==> config.mk <==
export PLATFORM = sky130hd
export DESIGN_NAME = mdu_top
export DESIGN_NICKNAME = d
export VERILOG_FILES = /design/src/common/mdu_pkg.sv /design/src/cp0/cp0_regs.sv /design/src/divider/div_unit.sv /design/src/source/alu_mem.sv /design/src/source/mdu_ex.sv /design/src/source/mdu_top.sv
export SDC_FILE = /design/constraint.sdc
export NUM_CORES = 2
export LEC_CHECK = 0
export ABC_AREA = 1
export BUFFER_PORTS_ARGS = -buffer_cell sky130_fd_sc_hd__buf_2
export CORE_ASPECT_RATIO = 0.75
export CORE_MARGIN = 2
export CORE_UTILIZATION = 60
export CTS_CLUSTER_SIZE = 16
export DETAILED_ROUTE_END_ITERATION = 7
export PLACE_DENSITY = 0.77
export SYNTH_ARGS = -nofsm -noshare
export SYNTH_HDL_FRONTEND = slang
export SYNTH_SLANG_ARGS = --single-unit
export TNS_END_PERCENT = 100
==> constraint.sdc <==
create_clock -name clk -period 14.5 [get_ports clk]
set_input_delay 0.725 -clock clk [delete_from_list [all_inputs] [get_ports clk]]
set_output_delay 0.725 -clock clk [all_outputs]
set_load 0.01 [all_outputs]
==> src/common/mdu_pkg.sv <==
// MDU shared definitions.
// Widths, operation codes, CP0 register numbers and pipeline bundles.
`default_nettype none

package mdu_pkg;

    typedef logic [31:0] word_t;
    typedef logic [63:0] dword_t;
    typedef logic [5:0]  alu_op_t;
    typedef logic [4:0]  cp0_addr_t;

    localparam alu_op_t ALU_NOP   = 6'h00;
    localparam alu_op_t ALU_ADD   = 6'h01;
    localparam alu_op_t ALU_MUL   = 6'h02;
    localparam alu_op_t ALU_MULT  = 6'h03;
    localparam alu_op_t ALU_MULTU = 6'h04;
    localparam alu_op_t ALU_MADD  = 6'h05;
    localparam alu_op_t ALU_MADDU = 6'h06;
    localparam alu_op_t ALU_MSUB  = 6'h07;
    localparam alu_op_t ALU_MSUBU = 6'h08;
    localparam alu_op_t ALU_DIV   = 6'h09;
    localparam alu_op_t ALU_DIVU  = 6'h0a;
    localparam alu_op_t ALU_MFHI  = 6'h0b;
    localparam alu_op_t ALU_MFLO  = 6'h0c;
    localparam alu_op_t ALU_MTHI  = 6'h0d;
    localparam alu_op_t ALU_MTLO  = 6'h0e;
    localparam alu_op_t ALU_MFC0  = 6'h0f;
    localparam alu_op_t ALU_MTC0  = 6'h10;
    localparam alu_op_t ALU_LB    = 6'h11;
    localparam alu_op_t ALU_LBU   = 6'h12;
    localparam alu_op_t ALU_LH    = 6'h13;
    localparam alu_op_t ALU_LHU   = 6'h14;
    localparam alu_op_t ALU_LW    = 6'h15;
    localparam alu_op_t ALU_LWL   = 6'h16;
    localparam alu_op_t ALU_LWR   = 6'h17;
    localparam alu_op_t ALU_LL    = 6'h18;

    localparam cp0_addr_t CP0_ZERO    = 5'd0;
    localparam cp0_addr_t CP0_COUNT   = 5'd9;
    localparam cp0_addr_t CP0_COMPARE = 5'd11;
    localparam cp0_addr_t CP0_STATUS  = 5'd12;
    localparam cp0_addr_t CP0_CAUSE   = 5'd13;
    localparam cp0_addr_t CP0_EPC     = 5'd14;

    // One quotient bit per iteration.
    localparam int DIV_STEPS = 32;

    typedef struct packed {
        alu_op_t   aluop;
        word_t     opa;
        word_t     opb;
        cp0_addr_t cp0sel;
        logic      exc_flag;
    } issue_t;

    // Partial products: mullo = {aH*bL, aL*bL}, mulhi = {aH*bH, aL*bH}.
    typedef struct packed {
        alu_op_t   aluop;
        word_t     alures;
        dword_t    mulhi;
        dword_t    mullo;
        logic      mul_s;
        dword_t    divres;
        cp0_addr_t cp0sel;
        logic      exc_flag;
    } ex_mem_t;

endpackage

`default_nettype wire

==> src/cp0/cp0_regs.sv <==
// CP0 register set with Count/Compare timer interrupt.
`timescale 1ns/1ps
`default_nettype none

module cp0_regs
    import mdu_pkg::*;
(
    input  logic      clk,
    input  logic      rst_i,
    input  logic      wen_i,
    input  cp0_addr_t addr_i,
    input  word_t     wdata_i,
    output word_t     rdata_o,
    output logic      timer_irq_o
);

    word_t count;
    word_t compare;
    word_t status;
    word_t cause;
    word_t epc;

    always_ff @(posedge clk) begin
        if (rst_i) begin
            count   <= '0;
            compare <= '0;
            status  <= '0;
            cause   <= '0;
            epc     <= '0;
        end else begin
            // A software write to Count wins over the tick.
            if (wen_i && addr_i == CP0_COUNT) begin
                count <= wdata_i;
            end else begin
                count <= count + 32'd1;
            end
            if (wen_i && addr_i == CP0_COMPARE) compare <= wdata_i;
            if (wen_i && addr_i == CP0_STATUS)  status  <= wdata_i;
            if (wen_i && addr_i == CP0_CAUSE)   cause   <= wdata_i;
            if (wen_i && addr_i == CP0_EPC)     epc     <= wdata_i;
        end
    end

    // Writing Compare acknowledges the timer.
    always_ff @(posedge clk) begin
        if (rst_i) begin
            timer_irq_o <= 1'b0;
        end else if (wen_i && addr_i == CP0_COMPARE) begin
            timer_irq_o <= 1'b0;
        end else if (compare != '0 && count == compare) begin
            timer_irq_o <= 1'b1;
        end
    end

    always_comb begin
        case (addr_i)
            CP0_COUNT:   rdata_o = count;
            CP0_COMPARE: rdata_o = compare;
            CP0_STATUS:  rdata_o = status;
            CP0_CAUSE:   rdata_o = cause;
            CP0_EPC:     rdata_o = epc;
            default:     rdata_o = '0;
        endcase
    end

endmodule

`default_nettype wire

==> src/divider/div_unit.sv <==
// Iterative restoring divider.
// One quotient bit per cycle on magnitudes, sign fixed at the end.
`timescale 1ns/1ps
`default_nettype none

module div_unit
    import mdu_pkg::*;
(
    input  logic   clk,
    input  logic   rst_i,
    input  logic   start_i,
    input  word_t  a_i,
    input  word_t  b_i,
    input  logic   signed_i,
    output logic   busy_o,
    output logic   done_o,
    output dword_t divres_o
);

    typedef enum logic [1:0] {
        S_IDLE,
        S_RUN,
        S_FIX
    } div_state_t;

    div_state_t  state;
    logic [4:0]  step;
    logic        launch;
    word_t       divisor;
    word_t       quot;
    word_t       rem;
    logic        neg_q;
    logic        neg_r;
    logic [32:0] shifted;
    logic [32:0] diff;

    assign launch = (state == S_IDLE) && start_i;

    // Busy covers the done cycle so nothing collides with the result.
    assign busy_o = (state != S_IDLE) || done_o;

    assign shifted = {rem, quot[31]};
    assign diff    = shifted - {1'b0, divisor};

    always_ff @(posedge clk) begin
        if (rst_i) begin
            state  <= S_IDLE;
            step   <= '0;
            done_o <= 1'b0;
        end else begin
            done_o <= 1'b0;
            case (state)
                S_IDLE: begin
                    if (start_i) begin
                        state <= S_RUN;
                        step  <= '0;
                    end
                end
                S_RUN: begin
                    step <= step + 5'd1;
                    if (step == 5'(DIV_STEPS - 1)) begin
                        state <= S_FIX;
                    end
                end
                S_FIX: begin
                    state  <= S_IDLE;
                    done_o <= 1'b1;
                end
                default: state <= S_IDLE;
            endcase
        end
    end

    // A zero divisor never underflows, giving all-ones quotient and remainder = dividend.
    always_ff @(posedge clk) begin
        if (launch) begin
            quot    <= (signed_i && a_i[31]) ? -a_i : a_i;
            divisor <= (signed_i && b_i[31]) ? -b_i : b_i;
            rem     <= '0;
            neg_q   <= signed_i && (a_i[31] ^ b_i[31]);
            neg_r   <= signed_i && a_i[31];
        end else if (state == S_RUN) begin
            if (!diff[32]) begin
                rem  <= diff[31:0];
                quot <= {quot[30:0], 1'b1};
            end else begin
                rem  <= shifted[31:0];
                quot <= {quot[30:0], 1'b0};
            end
        end else if (state == S_FIX) begin
            divres_o <= {(neg_r ? -rem : rem), (neg_q ? -quot : quot)};
        end
    end

endmodule

`default_nettype wire

==> src/source/alu_mem.sv <==
// Memory-stage completion for multiply, divide and CP0 operations.
// Builds the product, updates HI/LO and drives the CP0 access.
`timescale 1ns/1ps
`default_nettype none

module alu_mem
    import mdu_pkg::*;
(
    input  ex_mem_t   mem_i,
    input  dword_t    hilo_i,
    output word_t     alures_o,
    output dword_t    mulres_o,
    output logic      hilo_wen_o,
    output dword_t    hilo_o,
    output logic      cp0_wen_o,
    output cp0_addr_t cp0_addr_o,
    output word_t     cp0_wdata_o,
    input  word_t     cp0_rdata_i,
    output logic      resnrdy_o
);

    logic [47:0] sum_lo;
    logic [47:0] sum_hi;
    dword_t      umres;
    dword_t      smres;

    // Shifted sum of the four partial products.
    assign sum_lo = {16'd0, mem_i.mullo[31:0]} + {mem_i.mullo[63:32], 16'd0};
    assign sum_hi = {16'd0, mem_i.mulhi[31:0]} + {mem_i.mulhi[63:32], 16'd0};
    assign umres  = {16'd0, sum_lo} + {sum_hi, 16'd0};
    assign smres  = mem_i.mul_s ? -umres : umres;

    assign mulres_o = smres;

    always_comb begin
        hilo_wen_o  = 1'b0;
        hilo_o      = hilo_i;
        alures_o    = mem_i.alures;
        cp0_wen_o   = 1'b0;
        cp0_addr_o  = CP0_ZERO;
        cp0_wdata_o = '0;

        case (mem_i.aluop)
            ALU_MFHI: alures_o = hilo_i[63:32];
            ALU_MFLO: alures_o = hilo_i[31:0];
            ALU_MTHI: begin
                hilo_wen_o = 1'b1;
                hilo_o     = {mem_i.alures, hilo_i[31:0]};
            end
            ALU_MTLO: begin
                hilo_wen_o = 1'b1;
                hilo_o     = {hilo_i[63:32], mem_i.alures};
            end
            ALU_MULT: begin
                hilo_wen_o = 1'b1;
                hilo_o     = smres;
            end
            ALU_MULTU: begin
                hilo_wen_o = 1'b1;
                hilo_o     = umres;
            end
            ALU_MADD: begin
                hilo_wen_o = 1'b1;
                hilo_o     = hilo_i + smres;
            end
            ALU_MADDU: begin
                hilo_wen_o = 1'b1;
                hilo_o     = hilo_i + umres;
            end
            ALU_MSUB: begin
                hilo_wen_o = 1'b1;
                hilo_o     = hilo_i - smres;
            end
            ALU_MSUBU: begin
                hilo_wen_o = 1'b1;
                hilo_o     = hilo_i - umres;
            end
            ALU_DIV, ALU_DIVU: begin
                hilo_wen_o = 1'b1;
                hilo_o     = mem_i.divres;
            end
            ALU_MFC0: begin
                cp0_addr_o = mem_i.cp0sel;
                alures_o   = cp0_rdata_i;
            end
            ALU_MTC0: begin
                // A pending exception cancels the write.
                cp0_addr_o  = mem_i.cp0sel;
                cp0_wen_o   = !mem_i.exc_flag;
                cp0_wdata_o = mem_i.alures;
            end
            default: ;
        endcase
    end

    // Loads and MUL finish in a later stage.
    always_comb begin
        case (mem_i.aluop)
            ALU_MUL, ALU_LB, ALU_LBU, ALU_LH, ALU_LHU,
            ALU_LW, ALU_LWL, ALU_LWR, ALU_LL: resnrdy_o = 1'b1;
            default:                          resnrdy_o = 1'b0;
        endcase
    end

endmodule

`default_nettype wire

==> src/source/mdu_ex.sv <==
// MDU execute stage.
// Prepares partial products, launches divides, holds HI/LO and the memory-stage register.
`timescale 1ns/1ps
`default_nettype none

module mdu_ex
    import mdu_pkg::*;
(
    input  logic    clk,
    input  logic    rst_i,
    input  logic    issue_valid_i,
    input  issue_t  issue_i,
    input  logic    div_busy_i,
    input  logic    div_done_i,
    input  dword_t  divres_i,
    output logic    div_start_o,
    output word_t   div_a_o,
    output word_t   div_b_o,
    output logic    div_signed_o,
    input  logic    hilo_wen_i,
    input  dword_t  hilo_new_i,
    output ex_mem_t mem_stage_o,
    output logic    mem_valid_o,
    output dword_t  hilo_o
);

    logic    accept;
    logic    is_div;
    logic    mul_signed;
    word_t   mag_a;
    word_t   mag_b;
    word_t   pp_ll;
    word_t   pp_hl;
    word_t   pp_lh;
    word_t   pp_hh;
    ex_mem_t ex_bundle;
    alu_op_t div_op;

    // Issues arriving while the divider is busy are dropped.
    assign accept = issue_valid_i && !div_busy_i;
    assign is_div = (issue_i.aluop == ALU_DIV) || (issue_i.aluop == ALU_DIVU);

    assign div_start_o  = accept && is_div;
    assign div_a_o      = issue_i.opa;
    assign div_b_o      = issue_i.opb;
    assign div_signed_o = (issue_i.aluop == ALU_DIV);

    always_comb begin
        case (issue_i.aluop)
            ALU_MUL, ALU_MULT, ALU_MADD, ALU_MSUB: mul_signed = 1'b1;
            default:                              mul_signed = 1'b0;
        endcase
    end

    // Signed multiplies work on magnitudes.
    assign mag_a = (mul_signed && issue_i.opa[31]) ? -issue_i.opa : issue_i.opa;
    assign mag_b = (mul_signed && issue_i.opb[31]) ? -issue_i.opb : issue_i.opb;

    assign pp_ll = mag_a[15:0]  * mag_b[15:0];
    assign pp_hl = mag_a[31:16] * mag_b[15:0];
    assign pp_lh = mag_a[15:0]  * mag_b[31:16];
    assign pp_hh = mag_a[31:16] * mag_b[31:16];

    always_comb begin
        ex_bundle          = '0;
        ex_bundle.aluop    = issue_i.aluop;
        ex_bundle.mulhi    = {pp_hh, pp_lh};
        ex_bundle.mullo    = {pp_hl, pp_ll};
        ex_bundle.mul_s    = mul_signed && (issue_i.opa[31] ^ issue_i.opb[31]);
        ex_bundle.cp0sel   = issue_i.cp0sel;
        ex_bundle.exc_flag = issue_i.exc_flag;
        case (issue_i.aluop)
            ALU_ADD, ALU_LB, ALU_LBU, ALU_LH, ALU_LHU,
            ALU_LW, ALU_LWL, ALU_LWR, ALU_LL:
                ex_bundle.alures = issue_i.opa + issue_i.opb;
            ALU_MTHI, ALU_MTLO, ALU_MTC0:
                ex_bundle.alures = issue_i.opa;
            default:
                ex_bundle.alures = '0;
        endcase
    end

    // Remember which divide is in flight.
    always_ff @(posedge clk) begin
        if (div_start_o) begin
            div_op <= issue_i.aluop;
        end
    end

    // An empty slot carries a NOP so the completion logic stays idle.
    always_ff @(posedge clk) begin
        if (rst_i) begin
            mem_valid_o       <= 1'b0;
            mem_stage_o.aluop <= ALU_NOP;
        end else if (div_done_i) begin
            mem_valid_o <= 1'b1;
            mem_stage_o <= '{aluop: div_op, divres: divres_i, default: '0};
        end else if (accept && !is_div) begin
            mem_valid_o <= 1'b1;
            mem_stage_o <= ex_bundle;
        end else begin
            mem_valid_o       <= 1'b0;
            mem_stage_o.aluop <= ALU_NOP;
        end
    end

    always_ff @(posedge clk) begin
        if (rst_i) begin
            hilo_o <= '0;
        end else if (mem_valid_o && hilo_wen_i) begin
            hilo_o <= hilo_new_i;
        end
    end

endmodule

`default_nettype wire

==> src/source/mdu_top.sv <==
// MDU and CP0 back end top level.
// Connects the execute stage, divider, completion logic and CP0 registers.
`timescale 1ns/1ps
`default_nettype none

module mdu_top
    import mdu_pkg::*;
(
    input  logic   clk,
    input  logic   rst_i,
    input  logic   issue_valid_i,
    input  issue_t issue_i,
    output logic   busy_o,
    output logic   valid_o,
    output word_t  alures_o,
    output dword_t mulres_o,
    output logic   resnrdy_o,
    output word_t  hi_o,
    output word_t  lo_o,
    output logic   timer_irq_o
);

    logic      div_start;
    word_t     div_a;
    word_t     div_b;
    logic      div_signed;
    logic      div_busy;
    logic      div_done;
    dword_t    divres;
    ex_mem_t   mem_stage;
    dword_t    hilo;
    logic      hilo_wen;
    dword_t    hilo_new;
    logic      cp0_wen;
    cp0_addr_t cp0_addr;
    word_t     cp0_wdata;
    word_t     cp0_rdata;

    assign busy_o = div_busy;
    assign hi_o   = hilo[63:32];
    assign lo_o   = hilo[31:0];

    mdu_ex u_ex (
        .clk           (clk),
        .rst_i         (rst_i),
        .issue_valid_i (issue_valid_i),
        .issue_i       (issue_i),
        .div_busy_i    (div_busy),
        .div_done_i    (div_done),
        .divres_i      (divres),
        .div_start_o   (div_start),
        .div_a_o       (div_a),
        .div_b_o       (div_b),
        .div_signed_o  (div_signed),
        .hilo_wen_i    (hilo_wen),
        .hilo_new_i    (hilo_new),
        .mem_stage_o   (mem_stage),
        .mem_valid_o   (valid_o),
        .hilo_o        (hilo)
    );

    div_unit u_div (
        .clk      (clk),
        .rst_i    (rst_i),
        .start_i  (div_start),
        .a_i      (div_a),
        .b_i      (div_b),
        .signed_i (div_signed),
        .busy_o   (div_busy),
        .done_o   (div_done),
        .divres_o (divres)
    );

    alu_mem u_mem (
        .mem_i       (mem_stage),
        .hilo_i      (hilo),
        .alures_o    (alures_o),
        .mulres_o    (mulres_o),
        .hilo_wen_o  (hilo_wen),
        .hilo_o      (hilo_new),
        .cp0_wen_o   (cp0_wen),
        .cp0_addr_o  (cp0_addr),
        .cp0_wdata_o (cp0_wdata),
        .cp0_rdata_i (cp0_rdata),
        .resnrdy_o   (resnrdy_o)
    );

    cp0_regs u_cp0 (
        .clk         (clk),
        .rst_i       (rst_i),
        .wen_i       (cp0_wen),
        .addr_i      (cp0_addr),
        .wdata_i     (cp0_wdata),
        .rdata_o     (cp0_rdata),
        .timer_irq_o (timer_irq_o)
    );

endmodule

`default_nettype wire

==> results.toml <==
[setup_path]
worstPathRequired_ns = 14.94
worstSetupEndpointType = "flip-flop"
crit_slowest_cell = "inv_1"
critical_path.startpoint = "issue_i[6]"
cp.arrival_ns = 11.68
worstRegToRegCells = 60
r2r-start = "u_ex.mem_stage_o[89]"
crit_type = "in2reg"
cpPeakStageDelay_ns = 0.60
cp_max_fo = 22
critPathLaunchType = "input pin"

[routing]
antenna_left = 0
wl_per_cell_um = 26.4
avgViaCountPerCell = 6.33
first_pass_iters = 8
drt-total-wl_um = 345000
drc = 45
drtIter0Drc = 13100
num_vias = 82700

[yosys]
async_reset_ff_share_pct = 0
synthTopCellsByCount = "nand2_1, inv_1, nor2_1"
yosysMostFrequentCell = "nand2_1"
postSynthCellCount = 11100
synth_edf_count = 367
avgSynthCellArea_sq_um = 7.32
yosys-top-cells-area = "fa_1, edfxtp_1, nand2_1"
syn_area_sq_um = 81500
yosys_most_used_dff = "edfxtp_1"
synth_top_area_cell = "fa_1"
synth_seq_area_share_pct = 20.2
synth_warnings = 0
ys_seq_elements = 640
synth_nets = 12600
yosysUniqueCellTypes = 80
yosysTopAreaCellShare_pct = 19.2

[global_routing]
track_usage_pct = 48.7
grt_pass1_wl_um = 499000
gr-total-overflow = 0
grt_max_degree = 165
grt_antenna_before_repair = 36
grt_pass1_vias = 77900

[sta]
finalHoldViolCount = 0
fmax_mhz = 89.0
period_needed_ns = 11.24
slew_viol_final = 10
tightestPinTransition_ns = 1.63
setup-tns-final_ns = 0
hold-worst-slack_ns = 0.226
finalCritPeriodShare_pct = 77.5
finalSetupViolations = 0
rsz0062_at_grt = "no"
maxSlewHeadroom_pct = -9.71
fin_skew_ns = 0.0374

[final_layout]
top_register = "u_ex.mem_stage_o"
layout.nets = 12700
area_growth_pct = 6.63
largest_reg_flops = 237
reg_top3 = "u_ex.mem_stage_o: 237 flops, u_div.divres_o: 64 flops, u_ex.hilo_o: 64 flops"
drive_gt1_share_pct = 7.24

[placement]
place_hpwl_um = 270000
gp_congestion = 1.09
port_buffers = 242

[clock_network]
clk_latency_ns = 0.71
clk_path_buf_depth = 3
postCtsSetupRepairBufs = 0
cts_tree = "built"
cts.sinks = 640
numCtsBuffers = 73
ctsResizeCount = 0
ctsHoldBuffers = 0
path_clk_slew_ns = 0.06
cts-root-buf = "clkbuf_16"
htreeDepth = 3

[floorplanning]
core_area_sq_um = 135000
dieHeight_um = 323
num_rows = 117
die_width_um = 429
start_util_pct = 60.2
ios = 243
die_area_sq_um = 139000

[run]
maxCapViolCount = 5

[run_status]
outcome = "finished, violations left"
violations = "DRC, capacitance limit, slew limit"

[min_path]
holdCritStartpoint = "issue_i[74]"
hold_class = "in2reg"
worstHoldPathCells = 1
-- layer usage --
metal | routed length, um | global-route usage [%] | vias to the layer above
met1 | 130000 | 63.9 | 39000
met5 | 592 | 1.40 | -
met4 | 19800 | 22.5 | 46
met3 | 65200 | 27.2 | 1295
met2 | 129000 | 64.3 | 6522
li1 | - | - | 35800
-- layout by cell type, fill, tap and decap left out, types with 29 or more instances in the layout --
master and instances:
clkinv_1 39, nor2_1 960, edfxtp_1 367, ha_1 614, inv_1 1969, nand2_2 53
a22oi_1 37, a221oi_1 29, dfxtp_1 272, xnor2_1 60, or2_2 44, nand3_1 360
o22ai_1 65, o21ai_2 33, o21a_1 64, o21ai_0 585, xor2_1 196, nand2_1 2589
a31oi_1 77, nor3_1 75, nor4_1 37, buf_4 142, nand4_1 113, clkbuf_16 73
o211ai_1 69, inv_2 48, o221ai_1 39, nor2_2 67, o21ai_1 45, a21oi_1 776
o2111ai_1 40, buf_2 241, fa_1 782
-- final timing paths --
path                            to  slack, ns
max          u_ex.mem_stage_o[197]       3.26
max reg2reg        u_ex.hilo_o[63]       4.30
min                 u_ex.div_op[4]       0.23
min reg2reg       u_cp0.status[21]       0.46
-- metrics by stage --
step	util (%)	instance area (sq um)	std cells	setup WS, ns
6_report	64.2	86900	13100	3.26
5_1_grt	64.2	86800	13000	2.62
4_1_cts	64.2	86800	13000	3.74
3_5_place_dp	62.4	84400	12900	3.03
3_3_place_gp	62.4	84400	12900	3.23
2_1_floorplan	-	81500	11100	1.18
-- cell families after synthesis --
group                    Yosys count  synth area share, %
AND/OR/NAND/NOR                 4391                 22.4
buffers and inverters           2448                 11.7
AO/OA/AOI/OAI                   2003                 14.2
adder cells (fa/ha/maj)         1396                 28.6
flip-flops                       640                 20.2
XOR/XNOR                         257                 2.77
-- final cells by class --
type	count	area, sq um
fillers	11800	48400
clock inverters	48	537
well taps	1785	2230
flip-flops and latches	640	16500
clock buffers	86	1900
multi-input cells	8047	55700
repair buffers	385	2310
inverters	2045	7680
diodes	25	62.6
-- critical path: cells and delay by family --
| kind | cells | cell delay (ns) |
|---|---|---|
| and+or+nand+nor | 19 | 2.96 |
| buffers and inverters | 9 | 2.12 |
| adders and majority gates | 8 | 3.94 |
| AOI/OAI and AO/OA | 10 | 1.88 |
Power is not shown: default switching activity piles up to over one toggle a cycle in this logic, so the estimate is an artifact.
